File: src/hdl/issue_macros.svh
`ifndef ISSUE_MACROS_SVH
`define ISSUE_MACROS_SVH

// Reservation station entries
`define RS_DEPTH 8

// Physical register tag width
`define TAG_W 6

// Age numbers wrap, so at most 31 micro-ops may be in flight
`define SEQ_W 6

// Execution latency in cycles per class
`define LAT_SIMPLE 1
`define LAT_COMPLEX 2

`endif
File: src/hdl/issuePkg.sv
`default_nettype none

`include "issue_macros.svh"

package issuePkg;

    typedef logic [`TAG_W-1:0] Tag;
    typedef logic [`SEQ_W-1:0] SeqNum;
    typedef logic [3:0] FreeCount;

    typedef enum logic {
        FU_INT,
        FU_LSU
    } FuncUnit;

    typedef enum logic [3:0] {
        INT_ADD,
        INT_SUB,
        INT_AND,
        INT_BEQ,
        INT_BNE,
        INT_JAL,
        LSU_LW,
        LSU_LB,
        LSU_SW,
        LSU_SB
    } OpCode;

    typedef struct packed {
        FuncUnit fu;
        OpCode opcode;
        Tag tagA;
        logic availA;
        Tag tagB;
        logic availB;
        Tag tagDst;
        SeqNum seq;
    } Uop;

    function automatic logic isLoad(Uop u);
        return u.fu == FU_LSU && (u.opcode == LSU_LW || u.opcode == LSU_LB);
    endfunction

    function automatic logic isStore(Uop u);
        return u.fu == FU_LSU && (u.opcode == LSU_SW || u.opcode == LSU_SB);
    endfunction

    // Branches and memory ops take the long pipe
    function automatic logic isSimple(Uop u);
        return u.fu == FU_INT && !(u.opcode inside {INT_BEQ, INT_BNE, INT_JAL});
    endfunction

    // True when a is younger than b, using the wrapped difference
    function automatic logic isYounger(SeqNum a, SeqNum b);
        SeqNum diff;
        diff = a - b;
        return $signed(diff) > 0;
    endfunction

    // Marks sources that appear on the result broadcast this cycle
    function automatic Uop wake(Uop u, logic [1:0] valid, Tag [1:0] tag);
        Uop r;
        r = u;
        for (int i = 0; i < 2; i++) begin
            if (valid[i] && u.tagA == tag[i])
                r.availA = 1'b1;
            if (valid[i] && u.tagB == tag[i])
                r.availB = 1'b1;
        end
        return r;
    endfunction

endpackage

`default_nettype wire

File: src/hdl/uopBus.sv
`default_nettype none

interface uopBus;

    logic valid;
    logic ready;
    issuePkg::Uop uop;

    modport sender (
        output valid,
        output uop,
        input  ready
    );

    modport receiver (
        input  valid,
        input  uop,
        output ready
    );

endinterface

`default_nettype wire

File: src/hdl/dispatchStage.sv
`default_nettype none

`include "issue_macros.svh"

module dispatchStage (
    input  logic clk,
    input  logic rst,
    input  logic inValid,
    input  issuePkg::Uop inUop,
    output logic inReady,
    input  logic [1:0] resultValid,
    input  issuePkg::Tag [1:0] resultTag,
    input  logic flush,
    input  issuePkg::SeqNum flushSeq,
    uopBus.sender out
);

    localparam int numTags = 1 << `TAG_W;

    // Pending destination tags and the age of their producer
    logic [numTags-1:0] pending;
    issuePkg::SeqNum pendSeq [numTags];

    issuePkg::SeqNum nextSeq;
    logic outValid;
    issuePkg::Uop outUop;
    issuePkg::Uop stamped;
    logic accept;

    assign inReady = (!outValid || out.ready) && !flush;
    assign accept = inValid && inReady;
    assign out.valid = outValid;
    assign out.uop = outUop;

    always_comb begin
        stamped = inUop;
        stamped.seq = nextSeq;
        stamped.availA = !pending[inUop.tagA];
        stamped.availB = !pending[inUop.tagB];
        stamped = issuePkg::wake(stamped, resultValid, resultTag);
    end

    always_ff @(posedge clk) begin
        if (rst) begin
            pending <= '0;
            nextSeq <= '0;
            outValid <= 1'b0;
        end else begin
            for (int i = 0; i < 2; i++) begin
                if (resultValid[i])
                    pending[resultTag[i]] <= 1'b0;
            end

            // A held micro-op still listens to the broadcast
            outUop <= issuePkg::wake(outUop, resultValid, resultTag);

            if (flush) begin
                for (int t = 0; t < numTags; t++) begin
                    if (pending[t] && issuePkg::isYounger(pendSeq[t], flushSeq))
                        pending[t] <= 1'b0;
                end
                if (outValid && issuePkg::isYounger(outUop.seq, flushSeq))
                    outValid <= 1'b0;
                nextSeq <= flushSeq + 1'b1;
            end else begin
                if (outValid && out.ready)
                    outValid <= 1'b0;
                if (accept) begin
                    outValid <= 1'b1;
                    outUop <= stamped;
                    pending[inUop.tagDst] <= 1'b1;
                    pendSeq[inUop.tagDst] <= nextSeq;
                    nextSeq <= nextSeq + 1'b1;
                end
            end
        end
    end

endmodule

`default_nettype wire

File: src/flat_wrapper.sv
// flat-port wrapper written by rule: the top's interface ports become plain ports
module dispatchStage_flat 
  (clk, rst, inValid, inUop, inReady, resultValid, resultTag, flush, flushSeq, out_valid, out_uop, out_ready);
  uopBus out_i ();
  input  logic clk;
  input  logic rst;
  input  logic inValid;
  input  issuePkg::Uop inUop;
  output logic inReady;
  input  logic [1:0] resultValid;
  input  issuePkg::Tag [1:0] resultTag;
  input  logic flush;
  input  issuePkg::SeqNum flushSeq;
  output wire logic [$bits(out_i.valid)-1:0] out_valid;
  output wire logic [$bits(out_i.uop)-1:0] out_uop;
  input wire logic [$bits(out_i.ready)-1:0] out_ready;
  assign out_valid = out_i.valid;
  assign out_uop = out_i.uop;
  assign out_i.ready = out_ready;
  dispatchStage u_core (.clk(clk), .rst(rst), .inValid(inValid), .inUop(inUop), .inReady(inReady), .resultValid(resultValid), .resultTag(resultTag), .flush(flush), .flushSeq(flushSeq), .out(out_i));
endmodule
File: config.mk
export PLATFORM = sky130hd
export DESIGN_NAME = dispatchStage_flat
export DESIGN_NICKNAME = d
export VERILOG_FILES = /design/src/hdl/issuePkg.sv /design/src/hdl/uopBus.sv /design/src/hdl/dispatchStage.sv /design/src/flat_wrapper.sv
export VERILOG_INCLUDE_DIRS = /design/src /design/src/hdl
export SDC_FILE = /design/constraint.sdc
export NUM_CORES = 1
export LEC_CHECK = 0
export ABC_CLOCK_PERIOD_IN_PS = 7600
export BUFFER_PORTS_ARGS = -buffer_cell sky130_fd_sc_hd__buf_2
export CAP_MARGIN = 20
export CELL_PAD_IN_SITES_DETAIL_PLACEMENT = 2
export CELL_PAD_IN_SITES_GLOBAL_PLACEMENT = 2
export CORE_AREA = 2 2 260 262
export CTS_BUF_LIST = sky130_fd_sc_hd__clkbuf_8
export CTS_CLUSTER_DIAMETER = 40
export CTS_CLUSTER_SIZE = 40
export DETAILED_ROUTE_END_ITERATION = 6
export DIE_AREA = 0 0 262 264
export PLACE_DENSITY = 0.82
export SLEW_MARGIN = 20
export SYNTH_ARGS = -nofsm -noshare
export SYNTH_HDL_FRONTEND = slang
export SYNTH_SLANG_ARGS = --single-unit
File: constraint.sdc
create_clock -name clk -period 7.6 [get_ports clk]
set_input_delay 1.14 -clock clk [delete_from_list [all_inputs] [get_ports clk]]
set_output_delay 1.14 -clock clk [all_outputs]
set_load 0.05 [all_outputs]
==> results.md <==
* H-tree depth at 3
* Sequential area share after synthesis at 45.9%
* Post-CTS sizing at 0
* Fill cells at 6467
* Final setup viols at 0
* Layout cells sized above 1 at 12.4%
* Fin Setup TNS at 0 ns
* Initial antenna violation count at 8
* CP Class: primary input to register
* Num CTS Buffers at 92
* Die W at 262 um
* EDFF count, synth at 415
* GP Congestion at 0.921
* Area growth, synth to finish at 12.0%
* CP max FO at 39
* CTS tree: built
* Global-route usage over all layers at around a third
* Initial Util at a little under half
* Final nets at 3054
* Global route total overflow at 0
* Crit path required time at 8.25 ns
* RSZ-0062 raised after global routing: no
* P_leak at approximately 14 nW
* Worst setup EP type: register
* Final std cells w/o fill at 3566
* Layout Skew at 0.0426 ns
* Reg clk slew, reported paths at 0.08 ns
* Placed insts at around 3400
* Outcome: finished clean
* Largest net degree at the start of global routing at 68
* Crit start category: primary input
* DRC at 0
* Initial DRC count at 1651
* Slew HR at 10.5%
* Via count at between 20000 and 25000
* Worst min-delay path class: primary input to register
* CP arrival at 4.25 ns
* Clk Latency, worst-skew pair at between 0.7 and 0.8 ns
* Avg Cell Area, Syn at roughly 12 um2
* Post-CTS setup buffers at 0
* Hold Buf Count CTS at 0
* Async SR Flop Fraction at 0%
* Slowest cell on crit path: buf_4
* Routed WL per cell at 30.5 um
* I/O pins at slightly below 90
* Post-synthesis cell area at roughly 30000 um2
* Netlist cell types at 47
* VDD IR max at 0.000209 V
* Clk buf depth at 3
* Power Dens Cells at 205 nW/um2
* Vias per std cell at 6.25
* Die Y at 264 um
* Syn nets at 2921
* Multi-input gate area at between 15000 and 20000 um2
* Max Clk Rate at around 0.28 GHz
* Core area at roughly 67000 um2
* DRT antenna net count at 0
* Number of global-route vias before repair at 25982
* Min cycle time layout at 3.60 ns
* DIE AREA at 69200 um2
* Final hold vios at 0
* First drt pass iteration count at 5
* Detail Placement HPWL at 67.9 mm
* CTS Root Buffer Type: clkbuf_8
* Ys flop type: edfxtp_1
* Slew @ Worst Pin at roughly 1.3 ns
* Max cap viols at 0
* Fin. max-slew vios at 0
* Final WL at between 100 and 150 mm
* Cell count after synthesis at between 2000 and 2500
* Clock Sinks at 486
* Placement Rows at 95
* CP max stage delay at 0.78 ns
* Most frequent cell on the critical path: buf_4
* Final period util at between 40% and 50%
* Storage element area at 13900 um2
* # port buffers at 80
* First-pass GRT wire length at about 160 mm
* Count of warnings emitted by yosys at 0
* CP cell instances: buf_4, buf_4, ha_1, inv_1, fa_1, a21o_1, a21oi_1, xor2_1, nand3_1, a31oi_1
* Seq cells post-synth at 486
-- worst max-delay path: cells and delay by family --
| kind | cells | cell delay [ns] |
|---|---|---|
| simple gates | 1 | 0.11 |
| xor+xnor | 1 | 0.17 |
| fa+ha+maj | 2 | 0.77 |
| buf+inv | 3 | 1.42 |
| compound gates | 3 | 0.59 |
-- cell usage after synthesis (12+ instances only) --
library cell	n	area (um2)
mux4_2	20	450
a21o_1	260	1950
xnor2_1	164	1440
dfxtp_1	71	1420
a221oi_1	48	420
inv_1	117	439
nor3b_1	73	548
a21oi_1	137	686
inv_2	20	75.1
clkbuf_1	35	131
a22oi_1	16	120
edfxtp_1	415	12500
xor2_1	217	1900
fa_1	65	1300
nand2_1	68	255
nor2_1	136	510
a31oi_1	81	507
mux4_1	16	420
ha_1	326	4080
nand3_1	77	385
nand4_1	12	75.1
-- routing by layer --
| layer | wire [um] | up-vias | track usage (%) |
|---|---|---|---|
| met3 | 7480 | 343 | 6.50 |
| met1 | 41200 | 11542 | 37.1 |
| met2 | 54700 | 917 | 55.1 |
| met4 | 5390 | 4 | 16.0 |
| li1 | - | 9493 | - |
| met5 | 25 | - | 0 |
-- sequential cells by signal, indices dropped and copies added, names as in the netlist --
signal            count
u_core.pendSeq      384
u_core.pending       64
u_core.out.uop       31
u_core.nextSeq        6
u_core.out.valid      1
-- layout make-up --
type                       instances  share of cell area, %
inverter                         137                   1.55
multi-input combinational       1790                   46.1
clock inverter                    70                   2.27
sequential                       486                   41.0
clock buffer                     104                   4.22
antenna                            6                 0.0443
timing repair buffer             100                   1.65
tap                              873                   3.22
-- logic make-up after synthesis --
| group | synth area share [%] |
|---|---|
| compound gates | 12.5 |
| flops | 45.9 |
| simple gates | 6.98 |
| fa+ha+maj | 17.8 |
| xor+xnor | 11.0 |
| buf+inv | 2.67 |
| mux | 3.22 |
-- through the flow --
| step | total power, mW | hold slack, ns | utilization, % | instance area (um2) | setup WS [ns] |
|---|---|---|---|---|---|
| 2_1_floorplan | 3.56 | 0.499 | - | 30300 | 0.951 |
| 5_1_grt | 7.17 | 0.579 | 50.9 | 33900 | 3.82 |
| 3_3_place_gp | 3.78 | 0.528 | 47.6 | 31700 | 3.43 |
| 4_1_cts | 7.00 | 0.540 | 50.9 | 33900 | 4.02 |
| 3_5_place_dp | 3.86 | 0.572 | 47.6 | 31700 | 3.31 |
| 6_report | 6.96 | 0.585 | 50.9 | 33900 | 4.00 |
-- power by group --
group,switching [mW],internal (mW),total [mW]
Sequential,0.0286,2.93,2.95
Clock,1.43,1.70,3.13
Combinational,0.575,0.304,0.879
-- path summary, 6_finish.rpt --
| path | startpoint | to | slack [ns] | cells after the start |
|---|---|---|---|---|
| setup / recovery | flushSeq[0] | u_core.pending[50]$_SDFF_PP0_ | 4.00 | 10 |
| hold / removal | inUop[30] | u_core.out.uop[30]$_DFFE_PP_ | 0.59 | 1 |
| setup reg to reg | u_core.out.valid$_SDFFE_PP0P_ | u_core.pending[40]$_SDFF_PP0_ | 4.42 | 8 |
| hold reg to reg | u_core.pending[53]$_SDFF_PP0_ | u_core.pending[53]$_SDFF_PP0_ | 0.59 | 2 |
-- cells in the final DEF (no fill, tap or decap), drive strengths merged, types with 2 or more instances in the layout --
cell type  instances
buf              100
nor3              10
a22oi             16
nor2             136
nor3b             76
and3               3
mux4              36
mux2               4
xnor2            164
ha               326
nand2             68
dfxtp             71
diode              6
fa                65
nand4             12
a311oi             2
clkinvlp          16
and3b              3
nand2b             4
clkinv            19
a211oi             4
a31oi             81
nand3b             2
mux2i              6
a21oi            137
nand4b             2
nor4              10
inv              161
a221oi            48
nor2b              7
edfxtp           415
bufinv            11
and2               7
nand3             77
o21ai              4
clkbuf           104
xor2             217
a21o             260
(Power assumes the default switching activity.)
